==> config.mk <==
export PLATFORM = sky130hd
export DESIGN_NAME = memory_stage_flat
export DESIGN_NICKNAME = d
export VERILOG_FILES = /design/src/rv_mem_pkg.sv /design/src/rv_mem_ifs.sv /design/src/load_reduce.sv /design/src/memory_stage.sv /design/src/store_align.sv /design/src/flat_wrapper.sv
export SDC_FILE = /design/constraint.sdc
export NUM_CORES = 1
export LEC_CHECK = 0
export BUFFER_PORTS_ARGS = -buffer_cell sky130_fd_sc_hd__buf_2
export CORE_AREA = 2 2 153 155
export CTS_CLUSTER_SIZE = 28
export DETAILED_ROUTE_END_ITERATION = 8
export DIE_AREA = 0 0 155 157
export PLACE_DENSITY = 0.72
export SLEW_MARGIN = 20
export SYNTH_ARGS = -nofsm -noshare
export SYNTH_HDL_FRONTEND = slang
export SYNTH_HIERARCHICAL = 1
export SYNTH_SLANG_ARGS = --single-unit
==> constraint.sdc <==
create_clock -name clk_i -period 6.5 [get_ports clk_i]
set_input_delay 1.3 -clock clk_i [delete_from_list [all_inputs] [get_ports clk_i]]
set_output_delay 1.3 -clock clk_i [all_outputs]
set_load 0.05 [all_outputs]
==> src/rv_mem_pkg.sv <==
package rv_mem_pkg;

    // Data and address width
    parameter int XLEN = 32;

    // Source of the value written back to the register file
    typedef enum logic [2:0] {
        RESULT_ALU      = 3'b000,
        RESULT_MEM      = 3'b001,
        RESULT_PCTARGET = 3'b010,
        RESULT_PCPLUS4  = 3'b011,
        RESULT_IMM_EXT  = 3'b100
    } result_src_e;

    // Access width, encoded as the RV32 load/store funct3
    typedef enum logic [2:0] {
        WIDTH_B  = 3'b000,
        WIDTH_H  = 3'b001,
        WIDTH_W  = 3'b010,
        WIDTH_BU = 3'b100,
        WIDTH_HU = 3'b101
    } width_src_e;

endpackage

==> src/rv_mem_ifs.sv <==
`timescale 1ns/1ps

// Execute to memory stage
interface exmem_if;
    logic                         valid;
    logic                         ready;
    logic [rv_mem_pkg::XLEN-1:0]  alu_result;
    logic [rv_mem_pkg::XLEN-1:0]  write_data;
    logic [rv_mem_pkg::XLEN-1:0]  pc_target;
    logic [rv_mem_pkg::XLEN-1:0]  pc_plus4;
    logic [rv_mem_pkg::XLEN-1:0]  imm_ext;
    logic [4:0]                   rd;
    rv_mem_pkg::width_src_e       width_src;
    rv_mem_pkg::result_src_e      result_src;
    logic                         mem_write;
    logic                         reg_write;

    modport master (
        output valid, alu_result, write_data, pc_target, pc_plus4, imm_ext,
        output rd, width_src, result_src, mem_write, reg_write,
        input  ready
    );
    modport slave (
        input  valid, alu_result, write_data, pc_target, pc_plus4, imm_ext,
        input  rd, width_src, result_src, mem_write, reg_write,
        output ready
    );
endinterface

// Memory to write-back stage
interface memwb_if;
    logic                         valid;
    logic                         ready;
    logic [rv_mem_pkg::XLEN-1:0]  fwd_data;
    logic [rv_mem_pkg::XLEN-1:0]  load_data;
    logic [4:0]                   rd;
    rv_mem_pkg::result_src_e      result_src;
    logic                         reg_write;

    modport master (output valid, fwd_data, load_data, rd, result_src, reg_write, input ready);
    modport slave  (input valid, fwd_data, load_data, rd, result_src, reg_write, output ready);
endinterface

// Memory stage to data RAM, addr is a word index
interface dmem_if;
    logic [rv_mem_pkg::XLEN-1:0]  addr;
    logic [rv_mem_pkg::XLEN-1:0]  wdata;
    logic [3:0]                   byte_en;
    logic                         we;
    logic [rv_mem_pkg::XLEN-1:0]  rdata;

    modport master (output addr, wdata, byte_en, we, input rdata);
    modport slave  (input addr, wdata, byte_en, we, output rdata);
endinterface

==> src/load_reduce.sv <==
`timescale 1ns/1ps

module load_reduce (
    input  logic [1:0]                  addr_lo_i,
    input  rv_mem_pkg::width_src_e      width_i,
    input  logic [rv_mem_pkg::XLEN-1:0] word_i,
    output logic [rv_mem_pkg::XLEN-1:0] data_o
);

    logic [7:0]  sel_byte;
    logic [15:0] sel_half;

    // Lane picked by the low address bits
    always_comb begin
        case (addr_lo_i)
            2'd0:    sel_byte = word_i[7:0];
            2'd1:    sel_byte = word_i[15:8];
            2'd2:    sel_byte = word_i[23:16];
            default: sel_byte = word_i[31:24];
        endcase
    end

    assign sel_half = addr_lo_i[1] ? word_i[31:16] : word_i[15:0];

    always_comb begin
        case (width_i)
            rv_mem_pkg::WIDTH_B: begin
                data_o = {{(rv_mem_pkg::XLEN-8){sel_byte[7]}}, sel_byte};
            end
            rv_mem_pkg::WIDTH_H: begin
                data_o = {{(rv_mem_pkg::XLEN-16){sel_half[15]}}, sel_half};
            end
            rv_mem_pkg::WIDTH_BU: begin
                data_o = {{(rv_mem_pkg::XLEN-8){1'b0}}, sel_byte};
            end
            rv_mem_pkg::WIDTH_HU: begin
                data_o = {{(rv_mem_pkg::XLEN-16){1'b0}}, sel_half};
            end
            default: data_o = word_i;
        endcase
    end

endmodule

==> src/memory_stage.sv <==
`timescale 1ns/1ps

module memory_stage #(
    parameter int MEM_DEPTH_WORDS = 256
) (
    input  logic                        clk_i,
    input  logic                        rst_i,
    exmem_if.slave                      ex,
    memwb_if.master                     wb,
    dmem_if.master                      dmem,
    output logic                        fwd_valid_o,
    output logic [4:0]                  fwd_rd_o,
    output logic [rv_mem_pkg::XLEN-1:0] fwd_data_o
);

    localparam int ADDR_W = $clog2(MEM_DEPTH_WORDS);

    logic                         m_valid;
    logic [rv_mem_pkg::XLEN-1:0]  m_alu_result;
    logic [rv_mem_pkg::XLEN-1:0]  m_write_data;
    logic [rv_mem_pkg::XLEN-1:0]  m_pc_target;
    logic [rv_mem_pkg::XLEN-1:0]  m_pc_plus4;
    logic [rv_mem_pkg::XLEN-1:0]  m_imm_ext;
    logic [4:0]                   m_rd;
    rv_mem_pkg::width_src_e       m_width_src;
    rv_mem_pkg::result_src_e      m_result_src;
    logic                         m_mem_write;
    logic                         m_reg_write;
    logic                         m_leaving;
    logic [rv_mem_pkg::XLEN-1:0]  fwd_data;

    assign m_leaving = m_valid && wb.ready;
    // Accept when empty or draining this cycle
    assign ex.ready  = !m_valid || wb.ready;

    always_ff @(posedge clk_i) begin
        if (rst_i) begin
            m_valid <= 1'b0;
        end else if (ex.ready) begin
            m_valid <= ex.valid;
        end
    end

    // E/M payload registers
    always_ff @(posedge clk_i) begin
        if (ex.valid && ex.ready) begin
            m_alu_result <= ex.alu_result;
            m_write_data <= ex.write_data;
            m_pc_target  <= ex.pc_target;
            m_pc_plus4   <= ex.pc_plus4;
            m_imm_ext    <= ex.imm_ext;
            m_rd         <= ex.rd;
            m_width_src  <= ex.width_src;
            m_result_src <= ex.result_src;
            m_mem_write  <= ex.mem_write;
            m_reg_write  <= ex.reg_write;
        end
    end

    // Word index from the byte address
    assign dmem.addr = {{(rv_mem_pkg::XLEN-ADDR_W){1'b0}}, m_alu_result[ADDR_W+1:2]};
    // Write only on the departing cycle so a held store hits memory once
    assign dmem.we   = m_leaving && m_mem_write;

    store_align store_align_inst (
        .addr_lo_i (m_alu_result[1:0]),
        .width_i   (m_width_src),
        .data_i    (m_write_data),
        .wdata_o   (dmem.wdata),
        .byte_en_o (dmem.byte_en)
    );

    load_reduce load_reduce_inst (
        .addr_lo_i (m_alu_result[1:0]),
        .width_i   (m_width_src),
        .word_i    (dmem.rdata),
        .data_o    (wb.load_data)
    );

    // Forwarding mux gives zero for loads
    always_comb begin
        case (m_result_src)
            rv_mem_pkg::RESULT_ALU:      fwd_data = m_alu_result;
            rv_mem_pkg::RESULT_PCTARGET: fwd_data = m_pc_target;
            rv_mem_pkg::RESULT_PCPLUS4:  fwd_data = m_pc_plus4;
            rv_mem_pkg::RESULT_IMM_EXT:  fwd_data = m_imm_ext;
            default:                     fwd_data = '0;
        endcase
    end

    assign wb.valid      = m_valid;
    assign wb.fwd_data   = fwd_data;
    assign wb.rd         = m_rd;
    assign wb.result_src = m_result_src;
    assign wb.reg_write  = m_reg_write;

    assign fwd_valid_o = m_valid && m_reg_write;
    assign fwd_rd_o    = m_rd;
    assign fwd_data_o  = fwd_data;

endmodule

==> src/store_align.sv <==
`timescale 1ns/1ps

module store_align (
    input  logic [1:0]                  addr_lo_i,
    input  rv_mem_pkg::width_src_e      width_i,
    input  logic [rv_mem_pkg::XLEN-1:0] data_i,
    output logic [rv_mem_pkg::XLEN-1:0] wdata_o,
    output logic [3:0]                  byte_en_o
);

    always_comb begin
        case (width_i)
            // Byte copied to all lanes, one lane enabled
            rv_mem_pkg::WIDTH_B,
            rv_mem_pkg::WIDTH_BU: begin
                wdata_o   = {4{data_i[7:0]}};
                byte_en_o = 4'b0001 << addr_lo_i;
            end
            // Half copied to both halves
            rv_mem_pkg::WIDTH_H,
            rv_mem_pkg::WIDTH_HU: begin
                wdata_o = {2{data_i[15:0]}};
                if (addr_lo_i[1]) begin
                    byte_en_o = 4'b1100;
                end else begin
                    byte_en_o = 4'b0011;
                end
            end
            default: begin
                wdata_o   = data_i;
                byte_en_o = 4'b1111;
            end
        endcase
    end

endmodule

==> src/flat_wrapper.sv <==
// flat-port wrapper written by rule: the top's interface ports become plain ports
module memory_stage_flat 
#(
    parameter int MEM_DEPTH_WORDS = 256
)
  (clk_i, rst_i, fwd_valid_o, fwd_rd_o, fwd_data_o, ex_valid, ex_alu_result, ex_write_data, ex_pc_target, ex_pc_plus4, ex_imm_ext, ex_rd, ex_width_src, ex_result_src, ex_mem_write, ex_reg_write, ex_ready, wb_valid, wb_fwd_data, wb_load_data, wb_rd, wb_result_src, wb_reg_write, wb_ready, dmem_addr, dmem_wdata, dmem_byte_en, dmem_we, dmem_rdata);
  exmem_if ex_i ();
  memwb_if wb_i ();
  dmem_if dmem_i ();
  input  logic clk_i;
  input  logic rst_i;
  output logic fwd_valid_o;
  output logic [4:0] fwd_rd_o;
  output logic [rv_mem_pkg::XLEN-1:0] fwd_data_o;
  input wire logic [$bits(ex_i.valid)-1:0] ex_valid;
  input wire logic [$bits(ex_i.alu_result)-1:0] ex_alu_result;
  input wire logic [$bits(ex_i.write_data)-1:0] ex_write_data;
  input wire logic [$bits(ex_i.pc_target)-1:0] ex_pc_target;
  input wire logic [$bits(ex_i.pc_plus4)-1:0] ex_pc_plus4;
  input wire logic [$bits(ex_i.imm_ext)-1:0] ex_imm_ext;
  input wire logic [$bits(ex_i.rd)-1:0] ex_rd;
  input wire logic [$bits(ex_i.width_src)-1:0] ex_width_src;
  input wire logic [$bits(ex_i.result_src)-1:0] ex_result_src;
  input wire logic [$bits(ex_i.mem_write)-1:0] ex_mem_write;
  input wire logic [$bits(ex_i.reg_write)-1:0] ex_reg_write;
  output wire logic [$bits(ex_i.ready)-1:0] ex_ready;
  output wire logic [$bits(wb_i.valid)-1:0] wb_valid;
  output wire logic [$bits(wb_i.fwd_data)-1:0] wb_fwd_data;
  output wire logic [$bits(wb_i.load_data)-1:0] wb_load_data;
  output wire logic [$bits(wb_i.rd)-1:0] wb_rd;
  output wire logic [$bits(wb_i.result_src)-1:0] wb_result_src;
  output wire logic [$bits(wb_i.reg_write)-1:0] wb_reg_write;
  input wire logic [$bits(wb_i.ready)-1:0] wb_ready;
  output wire logic [$bits(dmem_i.addr)-1:0] dmem_addr;
  output wire logic [$bits(dmem_i.wdata)-1:0] dmem_wdata;
  output wire logic [$bits(dmem_i.byte_en)-1:0] dmem_byte_en;
  output wire logic [$bits(dmem_i.we)-1:0] dmem_we;
  input wire logic [$bits(dmem_i.rdata)-1:0] dmem_rdata;
  assign ex_i.valid = ex_valid;
  assign ex_i.alu_result = ex_alu_result;
  assign ex_i.write_data = ex_write_data;
  assign ex_i.pc_target = ex_pc_target;
  assign ex_i.pc_plus4 = ex_pc_plus4;
  assign ex_i.imm_ext = ex_imm_ext;
  assign ex_i.rd = ex_rd;
  assign ex_i.width_src = ex_width_src;
  assign ex_i.result_src = ex_result_src;
  assign ex_i.mem_write = ex_mem_write;
  assign ex_i.reg_write = ex_reg_write;
  assign ex_ready = ex_i.ready;
  assign wb_valid = wb_i.valid;
  assign wb_fwd_data = wb_i.fwd_data;
  assign wb_load_data = wb_i.load_data;
  assign wb_rd = wb_i.rd;
  assign wb_result_src = wb_i.result_src;
  assign wb_reg_write = wb_i.reg_write;
  assign wb_i.ready = wb_ready;
  assign dmem_addr = dmem_i.addr;
  assign dmem_wdata = dmem_i.wdata;
  assign dmem_byte_en = dmem_i.byte_en;
  assign dmem_we = dmem_i.we;
  assign dmem_i.rdata = dmem_rdata;
  memory_stage #(.MEM_DEPTH_WORDS(MEM_DEPTH_WORDS)) u_core (.clk_i(clk_i), .rst_i(rst_i), .ex(ex_i), .wb(wb_i), .dmem(dmem_i), .fwd_valid_o(fwd_valid_o), .fwd_rd_o(fwd_rd_o), .fwd_data_o(fwd_data_o));
endmodule
==> parameters.txt <==
Parameter                              Value

STA
  Slew of the pin with the lowest slew margin ... 1.10 ns
  Period utilization ... 68.1%
  Number of max-slew violations in the final report ... 0
  Total count of hold-check failures in the final report ... 0
  Setup slack of the critical path after layout ... 2.07 ns
  Min Clock Period, post-route ... about 4.4 ns
  Sum of negative setup slack ... 0 ns
  Highest clock rate ... 226 MHz
  Post-route clock skew ... roughly 0.008 ns
  Final setup violation count ... 0
  Hold WS ... ~0.56 ns
  Max-slew headroom at the worst pin ... 26.9%
  Setup repair after global routing missed its margin ... no

Cells and area
  Layout cell share with drive strength beyond 1 ... 53.3%
  Number of nets in the final layout ... 1,068
  Top library cells by usage in the layout, fill and taps aside ... 366 x sky130_fd_sc_hd__buf_2, 173 x sky130_fd_sc_hd__edfxtp_1, 73 x sky130_fd_sc_hd__mux2i_1
  Most common cell after layout, fill and taps aside ... sky130_fd_sc_hd__buf_2
  Final design instance area without fill ... between 10,000 and 15,000 µm²
  Syn-to-layout area delta ... 25.9%
  Non-filler cells in the finished layout ... 1,157
  Fill cells ... 2,040
  Register cell area after layout ... 5220 µm²
  Combined area of the multi-input logic cells ... 2240 µm²

Critical path
  Startpoint-to-endpoint class of the critical path ... in2out
  Crit path DAT ... 3.13 ns
  Kind of start point of the critical path ... input port
  Worst flop-to-flop path startpoint ... u_core/wb.valid
  Sort of element at the end of the critical path ... primary output
  Required time of the critical path ... 5.20 ns
  Critical Path Start ... dmem_rdata[15]
  Top fanout value on the critical path ... 7

Synthesis
  Post-synthesis instance area ... 8180 µm²
  Gate count after technology mapping ... 554
  Dominant cells by area after synthesis ... sky130_fd_sc_hd__edfxtp_1 64%, sky130_fd_sc_hd__mux2i_1 8.9%, sky130_fd_sc_hd__buf_4 7.2%, sky130_fd_sc_hd__o22ai_2 4.6%, sky130_fd_sc_hd__mux2_2 2.3%
  Post-synth EDFFs ... between 150 and 200
  Flip-flop cell with the highest count after synthesis ... sky130_fd_sc_hd__edfxtp_1
  Fraction of registers with async set or reset after synthesis ... 0%
  Post-synthesis register bit count ... 174
  Area share of the leading cell type in the synthesized netlist ... 63.5%
  Count of warnings emitted by yosys ... 6
  Cell taking the most area after synthesis ... sky130_fd_sc_hd__edfxtp_1
  Synth Area per Inst ... 14.8 µm²
  Sequential fraction of the synthesis area ... between 60% and 70%
  Number of library cell types mapped by synthesis ... 36

Routing
  Count of routing violations after the opening detailed-route iteration ... 289
  Drt pass-1 iters ... 7
  Antenna violation net count after detailed routing ... 0
  Post-route DRC violation count ... 0
  Total routed wirelength ... 20,200 µm
  Via/cell ratio ... ~4.7
  Via count of the routed design ... 5,475
  Routed length per instance ... 17.5 µm

Floorplanning
  DIE HEIGHT ... 157 µm
  Placement row count ... 55
  Die Wd ... 155 µm
  Total die area ... approximately 24,000 µm²
  Top-level port count ... around 390
  Area of the core ... between 20,000 and 25,000 µm²
  Initial core utilization ... 36.3%

Clock network
  Clock Sinks ... 174
  Number of hold-repair buffers added at the cts stage ... 0
  Quantity of gates resized following cts ... 0
  Htree depth ... 4
  Num CTS Buffers ... 17
  CTS tree ... done
  Buffers inserted during post-CTS setup optimization ... 0
  Clock latency of the later-clocked register in the worst-skew pair ... 0.42 ns
  Clock Root Buffer ... sky130_fd_sc_hd__clkbuf_16
  Number of buffers on the longest clock path ... 2
  Clock slew at the register clock pins of the worst setup and hold paths ... 0.07 ns

Placement
  Global placer's final weighted congestion ... 0.856
  Number of placed instances, taps included ... 1,125
  # port buffers ... around 370
  Post-placement worst setup slack ... approximately 2.1 ns
  Placed wire-length estimate ... 14,800 µm
  Placed instance area ... 9700 µm²

Global routing
  Overall overflow remaining after global route ... 0
  Global-route wire length before repair ... 29,000 µm
  Number of antenna violations at the first check in global routing ... 1
  Via count of the first global-routing pass ... between 5,000 and 6,000
  Tot GR Track Use ... 15.8%
  Largest net degree at the start of global routing ... 80

Power and ir drop
  IR Drop Worst-Case VDD ... 0.195 mV
  Pwr dens ... approximately 290 nW/µm²
  Static leakage ... around 0.0046 µW

Worst hold path
  Worst hold start ... u_core/wb.valid
  Path type of the worst min-delay path ... reg2reg

Status
  Run status ... completed

Job
  Maxcap violations ... 0
flip-flops by register name, summed over array words and instances, names as in the netlist:
| signal | flops |
|---|---|
| u_core/m_alu_result | 32 |
| u_core/m_imm_ext | 32 |
| u_core/m_pc_plus4 | 32 |
| u_core/m_pc_target | 32 |
| u_core/m_write_data | 32 |
| u_core/fwd_rd_o | 5 |
| u_core/m_width_src | 3 |
| u_core/wb.result_src | 3 |
| u_core/m_mem_write | 1 |
| u_core/wb.reg_write | 1 |
| u_core/wb.valid | 1 |
synth_stat cells, types with 2 or more instances:
| library cell | n |
|---|---|
| sky130_fd_sc_hd__nor2b_1 | 20 |
| sky130_fd_sc_hd__o21bai_1 | 3 |
| sky130_fd_sc_hd__a221o_1 | 8 |
| sky130_fd_sc_hd__and2_1 | 2 |
| sky130_fd_sc_hd__or3_1 | 2 |
| sky130_fd_sc_hd__o21ai_0 | 23 |
| sky130_fd_sc_hd__mux2_2 | 17 |
| sky130_fd_sc_hd__nand2_1 | 42 |
| sky130_fd_sc_hd__clkbuf_1 | 10 |
| sky130_fd_sc_hd__nor2_1 | 2 |
| sky130_fd_sc_hd__o22ai_2 | 30 |
| sky130_fd_sc_hd__mux2i_1 | 73 |
| sky130_fd_sc_hd__o21ai_1 | 4 |
| sky130_fd_sc_hd__o21ai_2 | 8 |
| sky130_fd_sc_hd__inv_1 | 5 |
| sky130_fd_sc_hd__buf_2 | 10 |
| sky130_fd_sc_hd__buf_4 | 78 |
| sky130_fd_sc_hd__nand3_1 | 2 |
| sky130_fd_sc_hd__nand2b_1 | 8 |
| sky130_fd_sc_hd__a22oi_1 | 7 |
| sky130_fd_sc_hd__edfxtp_1 | 173 |
| sky130_fd_sc_hd__buf_6 | 10 |
| sky130_fd_sc_hd__a21o_1 | 3 |
| sky130_fd_sc_hd__o22ai_1 | 2 |
metal layers:
metal	track usage (%)	wire length, µm
met2	30.0	10900
met1	16.5	7260
met5	0	0
met3	4.32	1600
met4	6.57	436
final timing paths:
check	to	slack [ns]	cells after the start
max	wb_load_data[12]	2.07	6
min reg2reg	u_core/wb.valid	0.56	2
max reg2reg	u_core/m_imm_ext[0]	4.15	3
min	u_core/wb.valid	0.56	2
worst max-delay path, cell delays in order:
cell,delay (ns)
sky130_fd_sc_hd__buf_2,0.11
sky130_fd_sc_hd__a211oi_1,0.07
sky130_fd_sc_hd__or3_1,0.38
sky130_fd_sc_hd__nor3_1,0.79
sky130_fd_sc_hd__a221o_1,0.21
sky130_fd_sc_hd__buf_2,0.26
kinds of logic after synthesis:
family	share of synthesized area, %
multiplexers	11.3
AND/OR/NAND/NOR	5.20
flip-flops	63.8
other	0.0459
AO/OA/AOI/OAI	9.66
buffers and inverters	10.0
power by group:
part           leakage (µW)  internal [µW]  switching, µW
registers           0.00168           1310           25.4
logic               0.00259            170            490
clock network      0.000273            512            497
total               0.00455           1990           1010
stage by stage:
step	util (%)	total power [µW]
final	45.7	3010
after global routing	45.7	3110
after CTS	45.7	3040
after detailed placement	43.1	2030
after global placement	43.1	2020
after floorplan	-	1900
area by class of cell:
cell class | instances | share of cell area (%)
tap | 285 | 3.46
sequential | 174 | 50.7
clock buffer | 17 | 4.13
timing repair buffer | 372 | 18.2
antenna | 1 | 0.0243
clock inverter | 14 | 1.50
inverter | 5 | 0.182
multi-input combinational | 289 | 21.8
Power figures use the tool's default switching activity.
