[src/rv_mem_pkg.sv]
package rv_mem_pkg;

    // Data and address width
    parameter int XLEN = 32;

    // Source of the value written back to the register file
    typedef enum logic [2:0] {
        RESULT_ALU      = 3'b000,
        RESULT_MEM      = 3'b001,
        RESULT_PCTARGET = 3'b010,
        RESULT_PCPLUS4  = 3'b011,
        RESULT_IMM_EXT  = 3'b100
    } result_src_e;

    // Access width, encoded as the RV32 load/store funct3
    typedef enum logic [2:0] {
        WIDTH_B  = 3'b000,
        WIDTH_H  = 3'b001,
        WIDTH_W  = 3'b010,
        WIDTH_BU = 3'b100,
        WIDTH_HU = 3'b101
    } width_src_e;

endpackage

[src/rv_mem_ifs.sv]


// Memory to write-back stage
interface memwb_if;
    logic                         valid;
    logic                         ready;
    logic [rv_mem_pkg::XLEN-1:0]  fwd_data;
    logic [rv_mem_pkg::XLEN-1:0]  load_data;
    logic [4:0]                   rd;
    rv_mem_pkg::result_src_e      result_src;
    logic                         reg_write;

    modport master (output valid, fwd_data, load_data, rd, result_src, reg_write, input ready);
    modport slave  (input valid, fwd_data, load_data, rd, result_src, reg_write, output ready);
endinterface


[src/writeback_stage.sv]
`timescale 1ns/1ps

module writeback_stage (
    input  logic                        clk_i,
    input  logic                        rst_i,
    memwb_if.slave                      mw,
    input  logic                        wb_ready_i,
    output logic                        wb_valid_o,
    output logic [4:0]                  wb_rd_o,
    output logic [rv_mem_pkg::XLEN-1:0] wb_data_o,
    output logic                        wb_reg_write_o
);

    logic                         w_valid;
    logic [4:0]                   w_rd;
    logic [rv_mem_pkg::XLEN-1:0]  w_data;
    logic                         w_reg_write;
    logic [rv_mem_pkg::XLEN-1:0]  result;

    // Final result chosen on the way in
    assign result = (mw.result_src == rv_mem_pkg::RESULT_MEM) ? mw.load_data : mw.fwd_data;

    // Free when empty or when the consumer takes the item
    assign mw.ready = !w_valid || wb_ready_i;

    always_ff @(posedge clk_i) begin
        if (rst_i) begin
            w_valid <= 1'b0;
        end else if (mw.ready) begin
            w_valid <= mw.valid;
        end
    end

    always_ff @(posedge clk_i) begin
        if (mw.valid && mw.ready) begin
            w_rd        <= mw.rd;
            w_data      <= result;
            w_reg_write <= mw.reg_write;
        end
    end

    assign wb_valid_o     = w_valid;
    assign wb_rd_o        = w_rd;
    assign wb_data_o      = w_data;
    assign wb_reg_write_o = w_reg_write;

endmodule
[src/flat_wrapper.sv]
// flat-port wrapper written by rule: the top's interface ports become plain ports
module writeback_stage_flat 
  (clk_i, rst_i, wb_ready_i, wb_valid_o, wb_rd_o, wb_data_o, wb_reg_write_o, mw_valid, mw_fwd_data, mw_load_data, mw_rd, mw_result_src, mw_reg_write, mw_ready);
  memwb_if mw_i ();
  input  logic clk_i;
  input  logic rst_i;
  input  logic wb_ready_i;
  output logic wb_valid_o;
  output logic [4:0] wb_rd_o;
  output logic [rv_mem_pkg::XLEN-1:0] wb_data_o;
  output logic wb_reg_write_o;
  input wire logic [$bits(mw_i.valid)-1:0] mw_valid;
  input wire logic [$bits(mw_i.fwd_data)-1:0] mw_fwd_data;
  input wire logic [$bits(mw_i.load_data)-1:0] mw_load_data;
  input wire logic [$bits(mw_i.rd)-1:0] mw_rd;
  input wire logic [$bits(mw_i.result_src)-1:0] mw_result_src;
  input wire logic [$bits(mw_i.reg_write)-1:0] mw_reg_write;
  output wire logic [$bits(mw_i.ready)-1:0] mw_ready;
  assign mw_i.valid = mw_valid;
  assign mw_i.fwd_data = mw_fwd_data;
  assign mw_i.load_data = mw_load_data;
  assign mw_i.rd = mw_rd;
  assign mw_i.result_src = mw_result_src;
  assign mw_i.reg_write = mw_reg_write;
  assign mw_ready = mw_i.ready;
  writeback_stage u_core (.clk_i(clk_i), .rst_i(rst_i), .mw(mw_i), .wb_ready_i(wb_ready_i), .wb_valid_o(wb_valid_o), .wb_rd_o(wb_rd_o), .wb_data_o(wb_data_o), .wb_reg_write_o(wb_reg_write_o));
endmodule
[config.mk]
export PLATFORM = sky130hd
export DESIGN_NAME = writeback_stage_flat
export DESIGN_NICKNAME = d
export VERILOG_FILES = /design/src/rv_mem_pkg.sv /design/src/rv_mem_ifs.sv /design/src/writeback_stage.sv /design/src/flat_wrapper.sv
export SDC_FILE = /design/constraint.sdc
export NUM_CORES = 1
export LEC_CHECK = 0
export BUFFER_PORTS_ARGS = -buffer_cell sky130_fd_sc_hd__buf_2
export CAP_MARGIN = 30
export CELL_PAD_IN_SITES_DETAIL_PLACEMENT = 1
export CELL_PAD_IN_SITES_GLOBAL_PLACEMENT = 1
export CORE_MARGIN = 10
export CORE_UTILIZATION = 30
export CTS_CLUSTER_DIAMETER = 150
export DETAILED_ROUTE_END_ITERATION = 7
export PLACE_DENSITY_LB_ADDON = 0.1
export SLEW_MARGIN = 20
export SYNTH_ARGS = -nofsm -noshare
export SYNTH_HDL_FRONTEND = slang
export SYNTH_SLANG_ARGS = --single-unit
[constraint.sdc]
create_clock -name clk_i -period 2.3 [get_ports clk_i]
set_input_delay 0.46 -clock clk_i [delete_from_list [all_inputs] [get_ports clk_i]]
set_output_delay 0.46 -clock clk_i [all_outputs]
set_load 0.005 [all_outputs]
==> metrics.txt, run 1 <==
# TYPE chip_impl_metric gauge
chip_impl_metric{name="synth.net_count",unit=""} 156
chip_impl_metric{name="cts.repair_timing.setup_buffer_count",unit=""} 0
chip_impl_info{name="worstHoldEndpoint",value="u_core.wb_valid_o"} 1
chip_impl_metric{name="fin_crit_sh",unit="%"} 62.62
chip_impl_metric{name="drc",unit=""} 0
chip_impl_metric{name="ir_worst_vdd",unit="uV"} 335.1
chip_impl_metric{name="max_freq",unit="MHz"} 694.4
chip_impl_metric{name="drt-wirelength-per-cell",unit="um"} 17.31
chip_impl_metric{name="finish.net_count",unit=""} 280
chip_impl_metric{name="vias",unit=""} 1158
chip_impl_metric{name="synth.lib_cells_used.distinct",unit=""} 10
chip_impl_metric{name="maximum_number_of_pins_on_one_net_before_global_route_repair",unit=""} 24
chip_impl_metric{name="antenna_violations_before_repair",unit=""} 0
chip_impl_metric{name="die_width",unit="um"} 92.92
chip_impl_metric{name="hold_buffers",unit=""} 0
chip_impl_metric{name="rr_worst_depth",unit=""} 3
chip_impl_metric{name="rows",unit=""} 26
chip_impl_metric{name="clk-insertion-delay-late",unit="ns"} 0.28
chip_impl_info{name="critical-path-top-delay-family",value="simple AND/OR/NAND/NOR gates"} 1
chip_impl_info{name="cp-start-kind",value="register"} 1
chip_impl_metric{name="yosys_warnings",unit=""} 0
chip_impl_metric{name="cts.htree.levels",unit=""} 2
chip_impl_metric{name="syn_area_per_cell",unit="um2"} 20.19
chip_impl_metric{name="detailedRoute.firstIterationViolations",unit=""} 42
chip_impl_metric{name="final_hold_viol_count",unit=""} 0
chip_impl_metric{name="maxCapViolCount",unit=""} 0
chip_impl_metric{name="required_time_at_the_endpoint_of_the_critical_path",unit="ns"} 2.28
chip_impl_info{name="cpMaxStageDelayCell",value="sky130_fd_sc_hd__and2_2"} 1
chip_impl_metric{name="worst-r2r-setup-slack",unit="ns"} 0.86
chip_impl_info{name="rsz_0062_raised_after_global_routing",value="false"} 1
chip_impl_metric{name="cts_buffers",unit=""} 5
chip_impl_metric{name="instances_no_fill",unit=""} 274
chip_impl_info{name="leading_cell_types_in_the_layout_fill_and_taps_excluded",value="sky130_fd_sc_hd__buf_2, sky130_fd_sc_hd__edfxtp_1, sky130_fd_sc_hd__mux2_2, sky130_fd_sc_hd__clkbuf_8, sky130_fd_sc_hd__buf_4"} 1
chip_impl_metric{name="postSynthRegisterBits",unit=""} 39
chip_impl_metric{name="drive_above_1_share",unit="%"} 77.94
chip_impl_metric{name="initial_core_util",unit="%"} 31.04
chip_impl_metric{name="cts-root-to-sink-buffers",unit=""} 2
chip_impl_metric{name="postRouteAntennaNets",unit=""} 0
chip_impl_info{name="clockRootBuffer",value="sky130_fd_sc_hd__clkbuf_8"} 1
chip_impl_metric{name="path_max_fanout",unit=""} 16
chip_impl_metric{name="syn-instance-count",unit=""} 79
chip_impl_metric{name="die_area",unit="um2"} 8634
chip_impl_metric{name="die_h",unit="um"} 92.92
chip_impl_metric{name="nFillCells",unit=""} 575
chip_impl_info{name="r2r-end",value="u_core.wb_rd_o[3]"} 1
chip_impl_info{name="commonest_non_fill_non_tap_cell_in_the_layout",value="sky130_fd_sc_hd__buf_2"} 1
chip_impl_metric{name="area.growth.synth_to_final",unit="%"} 48.47
chip_impl_metric{name="timing.clock.skew",unit="ns"} 0.002930
chip_impl_metric{name="finalSetupTns",unit="ns"} 0
chip_impl_info{name="min_path_type",value="input port to register"} 1
chip_impl_metric{name="grt_overflow",unit=""} 0
chip_impl_metric{name="detail_route.vias_per_cell",unit=""} 4.226
chip_impl_metric{name="cellLeakagePower",unit="nW"} 1.042
chip_impl_metric{name="first_global_vias",unit=""} 1370
chip_impl_info{name="tritoncts",value="built"} 1
chip_impl_metric{name="power_per_cell_area",unit="nW/um2"} 669.8
chip_impl_info{name="hp-start",value="rst_i"} 1
chip_impl_metric{name="buffer_and_inverter_count_on_the_worst_path",unit=""} 1
chip_impl_metric{name="slew_headroom",unit="%"} 74.78
chip_impl_info{name="outcome",value="finished, final reports clean"} 1
chip_impl_metric{name="dp.cells",unit=""} 266
chip_impl_metric{name="routed_wirelength",unit="um"} 4742
chip_impl_info{name="critical_path.endpoint_type",value="register"} 1
chip_impl_metric{name="max_slew.worst_pin.slew",unit="ns"} 0.3783
chip_impl_metric{name="clk_pin_slew",unit="ns"} 0.07
chip_impl_metric{name="num_io_pins",unit=""} 117
chip_impl_metric{name="detailed_place_hpwl",unit="um"} 3980
chip_impl_metric{name="cts.repair.resized",unit=""} 0
chip_impl_metric{name="delay_of_the_slowest_cell_on_the_worst_path",unit="ns"} 0.40
chip_impl_info{name="timing_worst_setup_path_type",value="register to register"} 1
chip_impl_metric{name="core_region_area",unit="um2"} 5140
chip_impl_info{name="worst_r2r_startpoint",value="u_core.wb_valid_o"} 1
chip_impl_metric{name="grt_util_all_layers",unit="%"} 10.72
chip_impl_metric{name="mappedNetlistArea",unit="um2"} 1595
chip_impl_metric{name="timing.critical_path.arrival",unit="ns"} 1.42
chip_impl_metric{name="drt_pre_antenna_iters",unit=""} 4
chip_impl_metric{name="hold_critical_path_depth",unit=""} 2
chip_impl_metric{name="io_buffers",unit=""} 116
chip_impl_metric{name="routability_driven_placement_congestion_ratio",unit=""} 0.6915
chip_impl_metric{name="grt_pass1_wl",unit="um"} 7072
chip_impl_metric{name="synth_seq_area_share",unit="%"} 72.78
chip_impl_metric{name="timing.final.crit_period",unit="ns"} 1.440
chip_impl_metric{name="report.final.setup_viol",unit=""} 0
chip_impl_info{name="timing.critical_path.cells",value="nand2b_1 -> and2_2 -> buf_4"} 1
chip_impl_metric{name="cts.sinks",unit=""} 39
chip_impl_metric{name="diode_count",unit=""} 0
chip_impl_metric{name="timing.final.max_slew_violations",unit=""} 0
cell type report:
type	count	area [um2]	share of cell area, %
flip-flops and latches	39	1161	49.02
repair buffers	120	610.6	25.78
multi-input cells	36	397.9	16.80
well taps	70	87.58	3.698
clock buffers	5	68.82	2.905
clock inverters	3	38.79	1.638
inverters	1	3.754	0.1585
metrics by stage:
stage	hold WS [ns]	util (%)	instance area (um2)	power, mW	setup slack (ns)
2_1_floorplan	0.5225	-	1595	0.9376	0.3533
3_3_place_gp	0.4884	43.99	2261	1.055	0.5829
3_5_place_dp	0.5222	43.99	2261	1.063	0.5528
4_1_cts	0.3193	46.08	2369	1.617	0.8075
5_1_grt	0.3187	46.08	2369	1.670	0.7210
6_report	0.3344	46.08	2369	1.586	0.8598
logic make-up after synthesis:
| family | synth area share (%) |
|---|---|
| compound gates | 0.3134 |
| flops | 72.78 |
| mux | 22.59 |
| simple gates | 1.961 |
| buf+inv | 2.353 |
Yosys cell counts:
master	count	share of area (%)
sky130_fd_sc_hd__edfxtp_1	38	72
sky130_fd_sc_hd__buf_6	3	2.1
sky130_fd_sc_hd__inv_1	1	0.24
sky130_fd_sc_hd__mux2_1	2	1.4
sky130_fd_sc_hd__nand2b_1	1	0.39
sky130_fd_sc_hd__and2_1	1	0.39
sky130_fd_sc_hd__mux2_2	30	21
sky130_fd_sc_hd__nor3b_4	1	1.2
sky130_fd_sc_hd__a21oi_1	1	0.31
sky130_fd_sc_hd__dfxtp_1	1	1.3
sequential cells by signal, indices dropped and copies added, names as in the netlist:
name and flops:
u_core.wb_valid_o 1, u_core.wb_rd_o 5, u_core.wb_reg_write_o 1, u_core.wb_data_o 32
layer usage:
layer  track usage [%]  up-vias  wire [um]
met5                 0        -          0
met1             9.885      524       1697
met3             7.910        5        701
li1                  -      555          -
met2             18.28       74       2290
met4             3.085        0         53
where the power goes:
group / internal, mW / leakage [nW] / switching (mW)
Sequential: 0.837 / 0.376 / 0.0110
Clock: 0.317 / 0.0556 / 0.228
Combinational: 0.114 / 0.611 / 0.0793
Total: 1.27 / 1.04 / 0.318
worst max path at each step:
stage / start / end / cells past startpoint / slack (ns)
after CTS: u_core.wb_valid_o / u_core.wb_data_o[23] / 3 / 0.81
final: u_core.wb_valid_o / u_core.wb_rd_o[3] / 3 / 0.86
after floorplan: wb_ready_i / u_core.wb_data_o[0] / 2 / 0.35
after global placement: mw_result_src[2] / u_core.wb_data_o[15] / 4 / 0.58
after detailed placement: mw_result_src[2] / u_core.wb_data_o[2] / 4 / 0.55
after global routing: u_core.wb_valid_o / u_core.wb_data_o[23] / 3 / 0.72
Power figures use the tool's default switching activity.
==> run 2: changes to the inputs <==
Clock period 2.3 ns to 1.4 ns, I/O delays scaled along.
==> run 2 against run 1 <==
Critical endpoint is now u_core.wb_data_o[2]. Clock skew grew 0.0026 ns. Worst setup slack lost 0.67 ns. Cell area grew 2.1%. Critical path depth grew 1.
==> metrics.txt, run 2 (same netlist as run 1, synthesis figures left out) <==
# TYPE chip_impl_metric gauge
chip_impl_metric{name="core_region_area",unit="um2"} 5140
chip_impl_metric{name="place_worst_setup_slack",unit="ns"} -0.1088
chip_impl_metric{name="initial_core_util",unit="%"} 31.04
chip_impl_metric{name="hold_critical_path_depth",unit=""} 2
chip_impl_metric{name="timing.clock.skew",unit="ns"} 0.005522
chip_impl_metric{name="ir_worst_vdd",unit="uV"} 495.7
chip_impl_metric{name="timing.final.crit_period",unit="ns"} 1.208
chip_impl_info{name="timing_worst_setup_path_type",value="input port to register"} 1
chip_impl_metric{name="max_slew.worst_pin.slew",unit="ns"} 0.2318
chip_impl_metric{name="hold_buffers",unit=""} 0
chip_impl_metric{name="postLayoutCellArea",unit="um2"} 2419
chip_impl_info{name="outcome",value="finished, final reports clean"} 1
chip_impl_metric{name="timing.final.max_slew_violations",unit=""} 0
chip_impl_metric{name="cts-root-to-sink-buffers",unit=""} 2
chip_impl_metric{name="cts_buffers",unit=""} 5
chip_impl_metric{name="grt.met2_usage",unit="%"} 19.04
chip_impl_info{name="min_path_type",value="input port to register"} 1
chip_impl_info{name="tritoncts",value="built"} 1
chip_impl_metric{name="report.final.setup_viol",unit=""} 0
chip_impl_metric{name="cts.repair_timing.setup_buffer_count",unit=""} 0
chip_impl_metric{name="power_per_cell_area",unit="nW/um2"} 1162
chip_impl_metric{name="first_global_vias",unit=""} 1418
chip_impl_metric{name="max_freq",unit="MHz"} 827.9
chip_impl_metric{name="timing.critical_path.arrival",unit="ns"} 1.24
chip_impl_metric{name="cellLeakagePower",unit="nW"} 1.060
chip_impl_info{name="grt_busiest_layer",value="met2"} 1
chip_impl_metric{name="grt_overflow",unit=""} 0
chip_impl_metric{name="detailed_place_hpwl",unit="um"} 3961
chip_impl_metric{name="drt-wirelength-per-cell",unit="um"} 17.01
chip_impl_metric{name="rows",unit=""} 26
chip_impl_metric{name="clk_pin_slew",unit="ns"} 0.08
chip_impl_info{name="rsz_0062_raised_after_global_routing",value="false"} 1
chip_impl_info{name="critical_path.endpoint_type",value="register"} 1
chip_impl_metric{name="seqCellArea",unit="um2"} 1161
chip_impl_metric{name="postRouteAntennaNets",unit=""} 0
chip_impl_metric{name="placement.cell_area",unit="um2"} 2286
chip_impl_info{name="worstSetupStartpoint",value="mw_result_src[2]"} 1
chip_impl_metric{name="die_h",unit="um"} 92.92
chip_impl_metric{name="multi_input_comb_area",unit="um2"} 397.9
chip_impl_info{name="commonest_non_fill_non_tap_cell_in_the_layout",value="sky130_fd_sc_hd__buf_2"} 1
chip_impl_metric{name="fin_crit_sh",unit="%"} 86.28
chip_impl_metric{name="routability_driven_placement_congestion_ratio",unit=""} 0.6979
chip_impl_metric{name="detailedRoute.firstIterationViolations",unit=""} 24
chip_impl_metric{name="dp.cells",unit=""} 266
chip_impl_metric{name="drive_above_1_share",unit="%"} 77.94
chip_impl_metric{name="slew_headroom",unit="%"} 84.55
chip_impl_metric{name="path_max_fanout",unit=""} 12
chip_impl_metric{name="finish.net_count",unit=""} 280
chip_impl_metric{name="gr-usage-met1",unit="%"} 9.508
chip_impl_metric{name="cts.htree.levels",unit=""} 2
chip_impl_metric{name="grt_pass1_wl",unit="um"} 7245
chip_impl_metric{name="routed_wirelength",unit="um"} 4660
chip_impl_metric{name="cts.repair.resized",unit=""} 0
chip_impl_metric{name="drt_pre_antenna_iters",unit=""} 3
chip_impl_info{name="leading_cell_types_in_the_layout_fill_and_taps_excluded",value="sky130_fd_sc_hd__buf_2, sky130_fd_sc_hd__edfxtp_1, sky130_fd_sc_hd__mux2_2, sky130_fd_sc_hd__clkbuf_8"} 1
chip_impl_metric{name="num_io_pins",unit=""} 117
chip_impl_metric{name="area.growth.synth_to_final",unit="%"} 51.61
chip_impl_metric{name="largest_register_ffs",unit=""} 32
chip_impl_metric{name="cts.sinks",unit=""} 39
chip_impl_metric{name="drc",unit=""} 0
chip_impl_metric{name="detail_route.vias_per_cell",unit=""} 4.274
chip_impl_metric{name="die_area",unit="um2"} 8634
chip_impl_metric{name="die_width",unit="um"} 92.92
chip_impl_metric{name="setup_ws",unit="ns"} 0.1921
chip_impl_info{name="hp-start",value="rst_i"} 1
chip_impl_metric{name="vias",unit=""} 1171
chip_impl_metric{name="nFillCells",unit=""} 563
chip_impl_info{name="worst_r2r_startpoint",value="u_core.wb_valid_o"} 1
chip_impl_metric{name="io_buffers",unit=""} 116
chip_impl_metric{name="finalSetupTns",unit="ns"} 0
chip_impl_metric{name="antenna_violations_before_repair",unit=""} 0
chip_impl_metric{name="required_time_at_the_endpoint_of_the_critical_path",unit="ns"} 1.43
chip_impl_metric{name="final_hold_viol_count",unit=""} 0
chip_impl_metric{name="clk-insertion-delay-late",unit="ns"} 0.28
chip_impl_metric{name="grt_util_all_layers",unit="%"} 10.82
chip_impl_metric{name="maxCapViolCount",unit=""} 0
chip_impl_metric{name="groute.layer.met3.usage",unit="%"} 8.232
chip_impl_metric{name="maximum_number_of_pins_on_one_net_before_global_route_repair",unit=""} 22
chip_impl_metric{name="diode_count",unit=""} 0
chip_impl_metric{name="rr_worst_depth",unit=""} 3
chip_impl_metric{name="whs",unit="ns"} 0.1424
chip_impl_info{name="cp-start-kind",value="input port"} 1
chip_impl_info{name="clockRootBuffer",value="sky130_fd_sc_hd__clkbuf_8"} 1
chip_impl_metric{name="instances_no_fill",unit=""} 274
run 2: cell types whose count changed in the layout (fill, tap and decap cells not counted), sizes merged:
cell    delta
clkinv     -2
bufinv     +1
clkbuf     +1
run 2: through the flow:
step,power [mW],util (%)
6_report,2.811,47.05
5_1_grt,2.952,47.05
4_1_cts,2.868,47.05
3_5_place_dp,1.758,44.47
3_3_place_gp,1.742,44.47
2_1_floorplan,1.540,-
run 2: power by group:
part	internal [mW]	total [mW]	switching, mW
sequential	1.37	1.39	0.0171
clock	0.712	1.09	0.380
combinational	0.196	0.328	0.132
run 2: layout make-up:
class	count	area share, %
multi-input combinational	36	16.45
inverter	1	0.1552
clock inverter	2	2.483
clock buffer	6	3.001
tap	70	3.621
sequential	39	48.01
timing repair buffer	120	26.28
run 2: worst paths after layout:
kind / endpoint / slack (ns)
setup / recovery: u_core.wb_data_o[2] / 0.19
hold / removal: u_core.wb_valid_o / 0.14
setup reg to reg: u_core.wb_data_o[23] / 0.20
hold reg to reg: u_core.wb_valid_o / 0.53
run 2: routing by layer:
layer / up-vias / share of wire, %
met5: - / 0
li1: 556 / -
met1: 544 / 34
met4: 0 / 0.49
met3: 2 / 15
met2: 69 / 51
run 2: critical path: stages:
cell and delay [ns]:
sky130_fd_sc_hd__buf_2 0.11, sky130_fd_sc_hd__nor3b_4 0.24, sky130_fd_sc_hd__buf_4 0.24, sky130_fd_sc_hd__mux2_2 0.36
==> run 3: changes to the inputs <==
Settings changed: ABC_AREA set to 1, BUFFER_PORTS_ARGS -buffer_cell sky130_fd_sc_hd__buf_2 to -buffer_cell sky130_fd_sc_hd__buf_4, CORE_MARGIN 10 to unset, CORE_UTILIZATION 30 to 29.
==> run 3 against run 2 <==
Final cell count up 26%. Sequential share of layout area down 6.2 points. Critical path type is now register to primary output. Worst hold slack worse by 0.0054 ns. Clock skew down 0.0023 ns. Maximum frequency up 5.9%. Worst setup slack better by 0.067 ns. Clock power down 16%. Area after synthesis up 9.2%. Global-route usage up 5.4 points. Routed wire length up 7.1%.
==> metrics.txt, run 3 <==
# TYPE chip_impl_metric gauge
chip_impl_info{name="outcome",value="finished, final reports clean"} 1
chip_impl_metric{name="grt_pass1_wl",unit="um"} 7817
chip_impl_metric{name="max_freq",unit="MHz"} 876.8
chip_impl_metric{name="synth.lib_cells_used.distinct",unit=""} 11
chip_impl_metric{name="cts.sinks",unit=""} 39
chip_impl_metric{name="mappedNetlistArea",unit="um2"} 1742
chip_impl_metric{name="synth_edf_count",unit=""} 38
chip_impl_metric{name="die_h",unit="um"} 79.50
chip_impl_metric{name="vias",unit=""} 1612
chip_impl_metric{name="rows",unit=""} 27
chip_impl_metric{name="maximum_number_of_pins_on_one_net_before_global_route_repair",unit=""} 39
chip_impl_info{name="post-synth-top-area-cell",value="sky130_fd_sc_hd__edfxtp_1"} 1
chip_impl_metric{name="drt-wirelength-per-cell",unit="um"} 14.51
chip_impl_metric{name="io_buffers",unit=""} 116
chip_impl_metric{name="cts_buffers",unit=""} 5
chip_impl_metric{name="nFillCells",unit=""} 644
chip_impl_metric{name="cts.htree.levels",unit=""} 2
chip_impl_metric{name="postLayoutCoreUtil",unit="%"} 49.26
chip_impl_metric{name="postRouteAntennaNets",unit=""} 0
chip_impl_metric{name="cellLeakagePower",unit="nW"} 1.316
chip_impl_metric{name="final_hold_viol_count",unit=""} 0
chip_impl_metric{name="ir_worst_vdd",unit="uV"} 364.7
chip_impl_metric{name="syn_area_per_cell",unit="um2"} 11.16
chip_impl_metric{name="die_area",unit="um2"} 6319
chip_impl_metric{name="first_global_vias",unit=""} 1623
chip_impl_info{name="critical_path.endpoint_type",value="primary output"} 1
chip_impl_info{name="r2r-end",value="u_core.wb_data_o[7]"} 1
chip_impl_metric{name="core_region_area",unit="um2"} 5642
chip_impl_metric{name="routed_wirelength",unit="um"} 4990
chip_impl_info{name="commonest_non_fill_non_tap_cell_in_the_layout",value="sky130_fd_sc_hd__buf_4"} 1
chip_impl_info{name="clockRootBuffer",value="sky130_fd_sc_hd__clkbuf_8"} 1
chip_impl_metric{name="finish.net_count",unit=""} 348
chip_impl_metric{name="die_width",unit="um"} 79.50
chip_impl_metric{name="multi_input_comb_area",unit="um2"} 483.0
chip_impl_metric{name="hold_buffers",unit=""} 0
chip_impl_metric{name="clk-insertion-delay-late",unit="ns"} 0.28
chip_impl_metric{name="report.final.setup_viol",unit=""} 0
chip_impl_metric{name="drt_pre_antenna_iters",unit=""} 4
chip_impl_metric{name="maxCapViolCount",unit=""} 0
chip_impl_metric{name="max_slew.worst_pin.slew",unit="ns"} 0.3688
chip_impl_metric{name="synth_top_cell_area_share",unit="%"} 65.52
chip_impl_metric{name="drc",unit=""} 0
chip_impl_info{name="synth-main-ff-cell",value="sky130_fd_sc_hd__edfxtp_1"} 1
chip_impl_metric{name="worst-r2r-setup-slack",unit="ns"} 0.35
chip_impl_metric{name="timing.final.max_slew_violations",unit=""} 0
chip_impl_metric{name="yosys_warnings",unit=""} 0
chip_impl_metric{name="largest_register_ffs",unit=""} 32
chip_impl_info{name="worstHoldEndpoint",value="u_core.wb_valid_o"} 1
chip_impl_metric{name="detailed_place_hpwl",unit="um"} 3522
chip_impl_metric{name="num_io_pins",unit=""} 117
chip_impl_metric{name="grt_overflow",unit=""} 0
chip_impl_metric{name="antenna_violations_before_repair",unit=""} 0
chip_impl_metric{name="placement.cell_area",unit="um2"} 2671
chip_impl_info{name="min_path_type",value="input port to register"} 1
chip_impl_metric{name="detailedRoute.firstIterationViolations",unit=""} 56
chip_impl_metric{name="required_time_at_the_endpoint_of_the_critical_path",unit="ns"} 1.12
chip_impl_metric{name="synth_seq_area_share",unit="%"} 66.67
chip_impl_info{name="worst_r2r_startpoint",value="u_core.wb_valid_o"} 1
chip_impl_metric{name="detail_route.vias_per_cell",unit=""} 4.686
chip_impl_metric{name="syn-instance-count",unit=""} 156
chip_impl_metric{name="area.growth.synth_to_final",unit="%"} 59.55
chip_impl_metric{name="clk_pin_slew",unit="ns"} 0.07
chip_impl_info{name="synth.most_common_cell",value="sky130_fd_sc_hd__nand2_1"} 1
chip_impl_metric{name="synth.net_count",unit=""} 233
chip_impl_metric{name="slew_headroom",unit="%"} 75.41
chip_impl_metric{name="async_reset_ff_share",unit="%"} 0
chip_impl_info{name="cp-start-kind",value="register"} 1
chip_impl_info{name="synth_area_leaders",value="sky130_fd_sc_hd__edfxtp_1, sky130_fd_sc_hd__nand2_1, sky130_fd_sc_hd__nand4_1"} 1
chip_impl_metric{name="cts-root-to-sink-buffers",unit=""} 2
chip_impl_metric{name="timing.clock.skew",unit="ns"} 0.003206
chip_impl_metric{name="power_per_cell_area",unit="nW/um2"} 1003
chip_impl_metric{name="fin_crit_sh",unit="%"} 81.47
chip_impl_metric{name="seqCellArea",unit="um2"} 1162
chip_impl_info{name="hp-start",value="rst_i"} 1
chip_impl_metric{name="cts.repair.resized",unit=""} 0
chip_impl_info{name="timing_worst_setup_path_type",value="register to primary output"} 1
chip_impl_metric{name="hold_critical_path_depth",unit=""} 2
chip_impl_metric{name="postSynthRegisterBits",unit=""} 39
chip_impl_metric{name="path_max_fanout",unit=""} 3
chip_impl_metric{name="initial_core_util",unit="%"} 30.87
chip_impl_metric{name="grt_util_all_layers",unit="%"} 16.23
chip_impl_metric{name="diode_count",unit=""} 0
chip_impl_metric{name="postLayoutCellArea",unit="um2"} 2779
chip_impl_metric{name="timing.final.crit_period",unit="ns"} 1.141
chip_impl_metric{name="drive_above_1_share",unit="%"} 49.26
chip_impl_info{name="tritoncts",value="built"} 1
chip_impl_metric{name="rr_worst_depth",unit=""} 2
chip_impl_info{name="top_cells_by_count_synth",value="sky130_fd_sc_hd__nand2_1, sky130_fd_sc_hd__edfxtp_1, sky130_fd_sc_hd__nand4_1"} 1
chip_impl_metric{name="cts.repair_timing.setup_buffer_count",unit=""} 0
chip_impl_info{name="leading_cell_types_in_the_layout_fill_and_taps_excluded",value="sky130_fd_sc_hd__buf_4, sky130_fd_sc_hd__nand2_1, sky130_fd_sc_hd__edfxtp_1, sky130_fd_sc_hd__nand4_1, sky130_fd_sc_hd__clkbuf_8"} 1
chip_impl_metric{name="timing.critical_path.arrival",unit="ns"} 0.86
chip_impl_metric{name="routability_driven_placement_congestion_ratio",unit=""} 0.6982
chip_impl_info{name="rsz_0062_raised_after_global_routing",value="false"} 1
-- run 3: changes by cell type after synthesis --
cell	before	now
sky130_fd_sc_hd__inv_2	0	2
sky130_fd_sc_hd__nor3b_4	1	0
sky130_fd_sc_hd__mux2_2	30	0
sky130_fd_sc_hd__buf_4	0	4
sky130_fd_sc_hd__inv_1	1	2
sky130_fd_sc_hd__nand2_1	0	65
sky130_fd_sc_hd__nand4_1	0	32
sky130_fd_sc_hd__nand3_4	0	1
sky130_fd_sc_hd__a21oi_1	1	2
sky130_fd_sc_hd__and2_1	1	0
sky130_fd_sc_hd__mux2_1	2	0
sky130_fd_sc_hd__nand2b_1	1	0
sky130_fd_sc_hd__buf_2	0	6
-- run 3: cell type report --
type / count / share of cell area [%]
Tap cell: 72 / 3.242
Inverter: 4 / 0.5403
Multi-Input combinational cell: 100 / 17.38
Timing Repair Buffer: 121 / 33.14
Clock inverter: 3 / 1.396
Clock buffer: 5 / 2.476
Sequential cell: 39 / 41.83
-- run 3: cells by family (layout without fill, tap and decap cells) --
kind of cell	after synthesis	in the layout	synth area share, %
compound gates	2	2	0.5747
buf+inv	17	133	6.250
flops	39	39	66.67
simple gates	98	98	26.51
-- run 3: per-stage QoR --
stage / hold slack (ns) / std cells / total power [mW] / TNS, ns / setup slack [ns]
after floorplan: 0.3417 / 156 / 1.585 / -0.3415 / -0.008986
after global placement: 0.4286 / 336 / 1.894 / 0 / 0.1288
after detailed placement: 0.4360 / 336 / 1.902 / 0 / 0.1072
after CTS: 0.1325 / 344 / 2.818 / 0 / 0.2469
after global routing: 0.1267 / 344 / 2.914 / 0 / 0.2015
final: 0.1370 / 344 / 2.788 / 0 / 0.2595
-- run 3: critical path, stage by stage (launching register included) --
cell and delay, ns:
sky130_fd_sc_hd__dfxtp_2 0.36, sky130_fd_sc_hd__nand2_1 0.08, sky130_fd_sc_hd__buf_4 0.14
-- run 3: worst max path at each step --
stage,start,end,cells after the start
after global placement,mw_result_src[0],u_core.wb_data_o[9],4
after global routing,u_core.wb_valid_o,mw_ready,2
after CTS,u_core.wb_valid_o,mw_ready,2
final,u_core.wb_valid_o,mw_ready,2
after detailed placement,mw_result_src[0],u_core.wb_data_o[23],4
after floorplan,u_core.wb_valid_o,u_core.wb_data_o[0],1
-- run 3: layer usage --
layer | GRT usage [%] | part of all wire (%) | up-vias
met2 | 27.26 | 49 | 74
met3 | 5.829 | 9.4 | 4
met5 | 0 | 0 | -
li1 | - | - | 788
met4 | 4.364 | 0.80 | 0
met1 | 19.51 | 40 | 746
-- run 3: power breakdown --
group / leakage, nW / switching [mW] / internal (mW) / total, mW
clock network: 0.0556 / 0.395 / 0.522 / 0.917
logic: 0.883 / 0.200 / 0.270 / 0.469
registers: 0.378 / 0.0230 / 1.38 / 1.40
total: 1.32 / 0.618 / 2.17 / 2.79
